<file path="src/swu_pkg.sv">
package swu_pkg;

   ////////////////////////////////////////
   // map and kernel geometry
   ////////////////////////////////////////
   localparam int IFM_W    = 4;
   localparam int IFM_H    = 4;
   localparam int CHANNELS = 4;
   localparam int SIMD     = 2;
   localparam int CH_FOLDS = CHANNELS / SIMD;
   localparam int PREC     = 8;
   localparam int WORD_W   = SIMD * PREC;

   localparam int K_W    = 3;
   localparam int K_H    = 3;
   localparam int STRIDE = 1;
   localparam int PAD    = 1;

   localparam int OFM_W = (IFM_W + 2 * PAD - K_W) / STRIDE + 1;
   localparam int OFM_H = (IFM_H + 2 * PAD - K_H) / STRIDE + 1;

   // word counts per frame
   localparam int FRAME_IN_WORDS  = IFM_W * IFM_H * CH_FOLDS;
   localparam int FRAME_OUT_WORDS = OFM_W * OFM_H * K_W * K_H * CH_FOLDS;
   localparam int ROW_WORDS       = IFM_W * CH_FOLDS;

   // line buffer, must hold at least K_H rows
   localparam int BUF_DEPTH = 32;
   localparam int BUF_AW    = $clog2(BUF_DEPTH);
   localparam int IN_IDX_W  = $clog2(FRAME_IN_WORDS + 1);

   // window counter widths
   localparam int OX_W      = $clog2(OFM_W);
   localparam int OY_W      = $clog2(OFM_H);
   localparam int KW_W      = $clog2(K_W);
   localparam int KH_W      = $clog2(K_H);
   localparam int CH_W      = $clog2(CH_FOLDS);
   localparam int OUT_CNT_W = $clog2(FRAME_OUT_WORDS);

   ////////////////////////////////////////
   // shared types
   ////////////////////////////////////////
   typedef logic [WORD_W-1:0] word_t;

   typedef struct packed {
      logic [BUF_AW-1:0] addr;
      logic              pad;
      logic              last;
   } rd_req_t;

   typedef struct packed {
      word_t data;
      logic  last;
   } out_word_t;

   typedef enum logic [1:0] {
      GEN_RUN,
      GEN_DRAIN,
      GEN_DONE
   } gen_state_e;

endpackage
</file>
<file path="src/sliding_window_unit.sv">
module sliding_window_unit
   import swu_pkg::*;
(
   input  logic      clk,
   input  logic      resetn,
   input  logic      in_valid_i,
   output logic      in_ready_o,
   input  word_t     in_data_i,
   output logic      out_valid_o,
   input  logic      out_ready_i,
   output out_word_t out_word_o
);

   logic [IN_IDX_W-1:0] wr_count;
   logic [IN_IDX_W-1:0] release_base;
   logic                rd_en;
   rd_req_t             rd_req;
   logic                rd_valid;
   out_word_t           rd_word;
   logic                accept;
   logic                frame_done;

   ////////////////////////////////////////
   // input side
   ////////////////////////////////////////
   window_buffer window_buffer_inst (
      .clk            (clk),
      .resetn         (resetn),
      .in_valid_i     (in_valid_i),
      .in_ready_o     (in_ready_o),
      .in_data_i      (in_data_i),
      .release_base_i (release_base),
      .rd_en_i        (rd_en),
      .rd_req_i       (rd_req),
      .frame_done_i   (frame_done),
      .wr_count_o     (wr_count),
      .rd_valid_o     (rd_valid),
      .rd_word_o      (rd_word)
   );

   window_addr_gen window_addr_gen_inst (
      .clk            (clk),
      .resetn         (resetn),
      .wr_count_i     (wr_count),
      .accept_i       (accept),
      .frame_done_i   (frame_done),
      .rd_en_o        (rd_en),
      .rd_req_o       (rd_req),
      .release_base_o (release_base)
   );

   ////////////////////////////////////////
   // output side
   ////////////////////////////////////////
   window_out_stage window_out_stage_inst (
      .clk          (clk),
      .resetn       (resetn),
      .rd_valid_i   (rd_valid),
      .rd_word_i    (rd_word),
      .out_ready_i  (out_ready_i),
      .out_valid_o  (out_valid_o),
      .out_word_o   (out_word_o),
      .accept_o     (accept),
      .frame_done_o (frame_done)
   );

endmodule

</file>
<file path="src/window_out_stage.sv">
module window_out_stage
   import swu_pkg::*;
(
   input  logic      clk,
   input  logic      resetn,
   input  logic      rd_valid_i,
   input  out_word_t rd_word_i,
   input  logic      out_ready_i,
   output logic      out_valid_o,
   output out_word_t out_word_o,
   output logic      accept_o,
   output logic      frame_done_o
);

   logic                 out_fire;
   logic [OUT_CNT_W-1:0] out_cnt;

   assign accept_o     = !out_valid_o || out_ready_i;
   assign out_fire     = out_valid_o && out_ready_i;
   assign frame_done_o = out_fire && out_word_o.last;

   always_ff @(posedge clk) begin
      if (!resetn) begin
         out_valid_o <= 1'b0;
      end else if (accept_o) begin
         out_valid_o <= rd_valid_i;
      end
   end

   always_ff @(posedge clk) begin
      if (accept_o && rd_valid_i) begin
         out_word_o <= rd_word_i;
      end
   end

   // words taken so far in this frame
   always_ff @(posedge clk) begin
      if (!resetn || frame_done_o) begin
         out_cnt <= '0;
      end else if (out_fire) begin
         out_cnt <= out_cnt + 1'b1;
      end
   end

   ////////////////////////////////////////
   // protocol checks
   ////////////////////////////////////////
   a_hold_stable : assert property (
      @(posedge clk) disable iff (!resetn)
      (out_valid_o && !out_ready_i) |=> $stable(out_word_o)
   );

   // generator only issues when the read can land here next cycle
   a_no_drop : assert property (
      @(posedge clk) disable iff (!resetn)
      rd_valid_i |-> accept_o
   );

   a_last_position : assert property (
      @(posedge clk) disable iff (!resetn)
      out_fire |-> (out_word_o.last == (out_cnt == OUT_CNT_W'(FRAME_OUT_WORDS - 1)))
   );

endmodule

</file>
<file path="src/window_addr_gen.sv">
module window_addr_gen
   import swu_pkg::*;
(
   input  logic                clk,
   input  logic                resetn,
   input  logic [IN_IDX_W-1:0] wr_count_i,
   input  logic                accept_i,
   input  logic                frame_done_i,
   output logic                rd_en_o,
   output rd_req_t             rd_req_o,
   output logic [IN_IDX_W-1:0] release_base_o
);

   gen_state_e state;

   logic [OX_W-1:0] ox;
   logic [OY_W-1:0] oy;
   logic [KW_W-1:0] kw;
   logic [KH_W-1:0] kh;
   logic [CH_W-1:0] ch;

   // read issued last cycle, its data sits in the read stage now
   logic rd_pending;

   int                  src_row;
   int                  src_col;
   int                  src_idx;
   int                  low_row;
   logic                pad;
   logic                is_last;
   logic                data_ok;
   logic [IN_IDX_W-1:0] rd_idx;

   ////////////////////////////////////////
   // source position of current window word
   ////////////////////////////////////////
   always_comb begin
      src_row = int'(oy) * STRIDE + int'(kh) - PAD;
      src_col = int'(ox) * STRIDE + int'(kw) - PAD;
      pad     = (src_row < 0) || (src_row >= IFM_H) ||
                (src_col < 0) || (src_col >= IFM_W);
      src_idx = (src_row * IFM_W + src_col) * CH_FOLDS + int'(ch);
   end

   assign rd_idx = pad ? '0 : src_idx[IN_IDX_W-1:0];

   // padded words go out without waiting for input
   assign data_ok = pad || (rd_idx < wr_count_i);

   assign is_last = (ox == OX_W'(OFM_W - 1)) && (oy == OY_W'(OFM_H - 1)) &&
                    (kh == KH_W'(K_H - 1)) && (kw == KW_W'(K_W - 1)) &&
                    (ch == CH_W'(CH_FOLDS - 1));

   // first input row still needed by this output row
   always_comb begin
      low_row = int'(oy) * STRIDE - PAD;
      if (low_row < 0) begin
         release_base_o = '0;
      end else begin
         release_base_o = IN_IDX_W'(low_row * ROW_WORDS);
      end
   end

   assign rd_en_o = (state == GEN_RUN) && accept_i && !rd_pending && data_ok;

   assign rd_req_o.addr = rd_idx[BUF_AW-1:0];
   assign rd_req_o.pad  = pad;
   assign rd_req_o.last = is_last;

   ////////////////////////////////////////
   // window walk, ch fastest and oy slowest
   ////////////////////////////////////////
   always_ff @(posedge clk) begin
      if (!resetn || frame_done_i) begin
         ox <= '0;
         oy <= '0;
         kw <= '0;
         kh <= '0;
         ch <= '0;
      end else if (rd_en_o) begin
         if (ch != CH_W'(CH_FOLDS - 1)) begin
            ch <= ch + 1'b1;
         end else begin
            ch <= '0;
            if (kw != KW_W'(K_W - 1)) begin
               kw <= kw + 1'b1;
            end else begin
               kw <= '0;
               if (kh != KH_W'(K_H - 1)) begin
                  kh <= kh + 1'b1;
               end else begin
                  kh <= '0;
                  if (ox != OX_W'(OFM_W - 1)) begin
                     ox <= ox + 1'b1;
                  end else begin
                     ox <= '0;
                     oy <= (oy == OY_W'(OFM_H - 1)) ? '0 : oy + 1'b1;
                  end
               end
            end
         end
      end
   end

   always_ff @(posedge clk) begin
      if (!resetn || frame_done_i) begin
         rd_pending <= 1'b0;
         state      <= GEN_RUN;
      end else begin
         rd_pending <= rd_en_o;
         unique case (state)
            GEN_RUN: begin
               if (rd_en_o && is_last) begin
                  state <= GEN_DRAIN;
               end
            end
            // last read moves into the output register
            GEN_DRAIN: begin
               if (accept_i) begin
                  state <= GEN_DONE;
               end
            end
            // wait for the last word to be taken downstream
            GEN_DONE: state <= GEN_DONE;
            default:  state <= GEN_RUN;
         endcase
      end
   end

   a_read_after_write : assert property (
      @(posedge clk) disable iff (!resetn)
      (rd_en_o && !rd_req_o.pad) |-> (rd_idx < wr_count_i)
   );

endmodule

</file>
<file path="src/window_buffer.sv">
module window_buffer
   import swu_pkg::*;
(
   input  logic                clk,
   input  logic                resetn,
   input  logic                in_valid_i,
   output logic                in_ready_o,
   input  word_t               in_data_i,
   input  logic [IN_IDX_W-1:0] release_base_i,
   input  logic                rd_en_i,
   input  rd_req_t             rd_req_i,
   input  logic                frame_done_i,
   output logic [IN_IDX_W-1:0] wr_count_o,
   output logic                rd_valid_o,
   output out_word_t           rd_word_o
);

   word_t mem [BUF_DEPTH];

   logic                wr_fire;
   logic [IN_IDX_W:0]   release_limit;
   logic [BUF_AW-1:0]   wr_addr;

   ////////////////////////////////////////
   // write side
   ////////////////////////////////////////

   // highest index that may be written without clobbering a live row
   assign release_limit = {1'b0, release_base_i} + (IN_IDX_W + 1)'(BUF_DEPTH);

   assign in_ready_o = (wr_count_o < IN_IDX_W'(FRAME_IN_WORDS)) &&
                       ({1'b0, wr_count_o} < release_limit);

   assign wr_fire = in_valid_i && in_ready_o;

   // circular addressing, index modulo depth
   assign wr_addr = wr_count_o[BUF_AW-1:0];

   always_ff @(posedge clk) begin
      if (!resetn || frame_done_i) begin
         wr_count_o <= '0;
      end else if (wr_fire) begin
         wr_count_o <= wr_count_o + 1'b1;
      end
   end

   always_ff @(posedge clk) begin
      if (wr_fire) begin
         mem[wr_addr] <= in_data_i;
      end
   end

   ////////////////////////////////////////
   // registered read port
   ////////////////////////////////////////
   always_ff @(posedge clk) begin
      if (!resetn || frame_done_i) begin
         rd_valid_o <= 1'b0;
      end else begin
         rd_valid_o <= rd_en_i;
      end
   end

   // padded positions need no stored data
   always_ff @(posedge clk) begin
      if (rd_en_i) begin
         rd_word_o.data <= rd_req_i.pad ? '0 : mem[rd_req_i.addr];
         rd_word_o.last <= rd_req_i.last;
      end
   end

   // a write lands on index wr_count - BUF_DEPTH, which must already be released
   a_no_overwrite : assert property (
      @(posedge clk) disable iff (!resetn)
      wr_fire |-> ({1'b0, wr_count_o} < {1'b0, release_base_i} + (IN_IDX_W + 1)'(BUF_DEPTH))
   );

endmodule

</file>
<file path="config.mk">
export PLATFORM = sky130hd
export DESIGN_NAME = sliding_window_unit
export DESIGN_NICKNAME = d
export VERILOG_FILES = /design/src/swu_pkg.sv /design/src/sliding_window_unit.sv /design/src/window_out_stage.sv /design/src/window_addr_gen.sv /design/src/window_buffer.sv
export SDC_FILE = /design/constraint.sdc
export NUM_CORES = 1
export LEC_CHECK = 0
export BUFFER_PORTS_ARGS = -buffer_cell sky130_fd_sc_hd__buf_2
export CORE_MARGIN = 10
export CORE_UTILIZATION = 56
export CTS_CLUSTER_DIAMETER = 60
export CTS_CLUSTER_SIZE = 12
export DETAILED_ROUTE_END_ITERATION = 10
export PLACE_DENSITY = 0.75
export SLEW_MARGIN = 20
export SYNTH_ARGS = -nofsm -noshare
export SYNTH_HDL_FRONTEND = slang
export SYNTH_SLANG_ARGS = --single-unit
export TNS_END_PERCENT = 50
</file>
<file path="constraint.sdc">
create_clock -name clk -period 4.2 [get_ports clk]
set_input_delay 0.42 -clock clk [delete_from_list [all_inputs] [get_ports clk]]
set_output_delay 0.42 -clock clk [all_outputs]
set_load 0.02 [all_outputs]
</file>
==> impl_metrics.env <==
export IMPL_synth_area_per_cell_um2=15.6
export IMPL_max_stage_delay_ps=580
export IMPL_synthTopCellsByCount="edfxtp_1, mux2i_1, nand2_1"
export IMPL_row_count=74
export IMPL_die_x_um=223
export IMPL_synth_edff_count=546
export IMPL_grt_pass1_vias=13500
export IMPL_tightest_slew_ps=923
export IMPL_syn_to_final_growth_pct=10.7
export IMPL_cts_buffers=53
export IMPL_io_pins=39
export IMPL_start_util_pct=56.8
export IMPL_crit_slowest_cell="nor4_1"
export IMPL_worst_path_max_fanout=37
export IMPL_yosysSeqAreaShare_pct=72.4
export IMPL_worst_ep_arrival_time_ps=4340
export IMPL_maxCapViolCount=0
export IMPL_status="completed"
export IMPL_io_buffers=38
export IMPL_synth_flop_cell="edfxtp_1"
export IMPL_layout_setup_ws_ps=178
export IMPL_rsz0062_at_grt="no"
export IMPL_synthArstFlopShare_pct=0
export IMPL_grt_max_degree=109
export IMPL_max_slew_margin_pct=38.4
export IMPL_cts_setup_buffers=0
export IMPL_final_util_pct=62.8
export IMPL_cts_resized=0
export IMPL_worstSetupEndpointType="register"
export IMPL_hold_buffers=0
export IMPL_syn_num_nets=1528
export IMPL_clockRootBuffer="clkbuf_16"
export IMPL_hpwlAfterDp_um=33700
export IMPL_worst_path_most_repeated_cell="inv_1"
export IMPL_cts_tree="built"
export IMPL_drive_gt1_share_pct=13.2
export IMPL_fin_worst_skew_ps=28.1
export IMPL_viasPerCell=6.38
export IMPL_vdd_drop_max_mv=0.333
export IMPL_slew_violations=0
export IMPL_remaining_drc_errors=0
export IMPL_yosysMostFrequentCell="edfxtp_1"
export IMPL_first_iter_violations=1597
export IMPL_hp_class="input port to register"
export IMPL_cts_sinks=565
export IMPL_ys_ff_latch=565
export IMPL_wire_per_inst_um=25.8
export IMPL_synthCells=1481
export IMPL_finalCritPeriodShare_pct=95.8
export IMPL_fmax_mhz=249
export IMPL_worst_setup_path_start_kind="register"
export IMPL_yosysTopAreaCell="edfxtp_1"
export IMPL_clk_latency_ps=610
export IMPL_track_usage_pct=21.5
export IMPL_fin_tns_setup_ps=0
export IMPL_crit_chain="inv_1 -> ha_1 -> inv_1 -> ha_4 -> inv_1 -> ha_1 -> inv_1 -> ha_1 -> buf_12 -> and3b_2 -> buf_12 -> mux2i_1 -> a211oi_1 -> nor4_1 -> o311ai_1"
export IMPL_synth_area_mm2=0.0232
export IMPL_critPathBufInv=6
export IMPL_htreeDepth=2
export IMPL_gp_congestion=0.915
export IMPL_drtAntennaViolNets=0
export IMPL_num_antenna_cells=0
export IMPL_drtPass1Iterations=7
export IMPL_synth_top_cell_area_share_pct=70.7
export IMPL_crit_family="adder cells"
export IMPL_grt_overflow=0
export IMPL_path_class="register to register"
export IMPL_core_area_mm2=0.0408
export IMPL_wirelength_um=54600
export IMPL_grt_antenna_before_repair=1
export IMPL_setup_viol=0
export IMPL_holdWs_ps=85.1
export IMPL_grt_pass1_wl_um=82200
export IMPL_worstPathRequired_ps=4520
export IMPL_die_area_mm2=0.0499
export IMPL_netlist_top_cells_area="edfxtp_1, mux2i_1, a211oi_1, dfxtp_1, ha_1"
export IMPL_post_place_ws_ps=177
export IMPL_clk_pin_slew_ps=60
export IMPL_leakagePower_nw=8.50
export IMPL_vias=13500
export IMPL_powerDensity_mw_per_mm2=443
export IMPL_fin_crit_ps=4020
export IMPL_cts_max_path_buffers=3
export IMPL_nets=1596
export IMPL_final_hold_violation_count=0
export IMPL_synth_distinct_cells=73
export IMPL_yosysWarnings=0
export IMPL_fp_dieH_um=223
==> per-layer routing <==
layer / vias to the layer above / track usage (%) / wire, µm
li1: 5936 / - / -
met1: 6764 / 28.2 / 21400
met2: 694 / 35.1 / 26800
met3: 93 / 3.78 / 4690
met4: 2 / 8.61 / 1700
met5: - / 0 / 13
==> layout by cell type (no fill, tap or decap), drive strengths merged, types with 5 or more instances in the layout <==
master,Yosys,layout
nor3,5,5
o311ai,6,6
o211ai,5,5
dfxtp,19,19
mux4,14,14
a311oi,7,7
mux2,10,10
nor4,6,6
o22a,7,7
a31oi,23,23
nand4,6,6
o221ai,22,22
edfxtp,546,546
a21boi,7,7
a221o,14,14
nor2b,29,29
a221oi,5,5
ha,26,26
inv,53,54
or4,7,7
buf,55,104
mux2i,116,116
o21ai,28,28
and2,6,6
a211oi,52,52
nand2,73,73
clkbuf,36,84
nor2,67,67
a21oi,43,43
nand2b,27,27
nand3,28,28
and3b,13,13
o22ai,45,45
or2,7,7
a22oi,18,18
==> final cells by class <==
| class | count | area [µm²] |
|---|---|---|
| Sequential cell | 565 | 16800 |
| Clock buffer | 84 | 1490 |
| Tap cell | 532 | 666 |
| Clock inverter | 3 | 23.8 |
| Multi-Input combinational cell | 771 | 5740 |
| Inverter | 54 | 203 |
| Fill cell | 2892 | 15200 |
| Timing Repair Buffer | 104 | 761 |
==> report_power, final <==
group / switching (mW) / internal, mW
clock: 1.93 / 2.40
combinational: 0.480 / 0.247
sequential: 0.0619 / 6.25
total: 2.47 / 8.90
==> worst register-to-register path: stages, from the launching register on <==
cell,delay (ps)
dfxtp_1,410
inv_1,70
ha_1,300
inv_1,100
ha_4,140
inv_1,50
ha_1,170
inv_1,50
ha_1,390
buf_12,230
and3b_2,390
buf_12,300
mux2i_1,280
a211oi_1,110
nor4_1,580
o311ai_1,200
==> flip-flops by register name, summed over array words and instances, names as in the netlist <==
name	flops
window_buffer_inst.rd_word_o	17
window_addr_gen_inst.ch	1
window_addr_gen_inst.state	2
window_out_stage_inst.out_valid_o	1
window_addr_gen_inst.ox	2
window_addr_gen_inst.oy	2
window_buffer_inst.rd_valid_o	1
window_out_stage_inst.out_word_o	17
window_addr_gen_inst.kw	2
window_buffer_inst.wr_count_o	6
window_buffer_inst.mem	512
window_addr_gen_inst.kh	2
==> through the flow <==
stage               total power [mW]  cells  cell area (µm²)
floorplan                       6.88   1481            23200
global placement                7.14   2026            24100
detailed placement              7.16   2026            24100
CTS                             11.4   2113            25700
global route                    11.7   2113            25700
finish                          11.4   2113            25700
==> cell families after synthesis <==
kind of cell,synth area share (%)
mux,6.86
simple gates,6.91
fa+ha+maj,1.49
flops,72.4
xor+xnor,0.189
buf+inv,3.02
compound gates,9.15
==> final timing paths <==
check,start,endpoint,slack (ps),depth (start not counted)
worst max register to register,window_addr_gen_inst.kw[1],window_buffer_inst.rd_word_o[8],180,15
worst max-delay path,window_addr_gen_inst.kw[1],window_buffer_inst.rd_word_o[8],180,15
worst min-delay path,resetn,window_out_stage_inst.out_valid_o,90,2
worst min register to register,window_buffer_inst.rd_word_o[5],window_out_stage_inst.out_word_o[5],420,0
(Power assumes the default switching activity.)
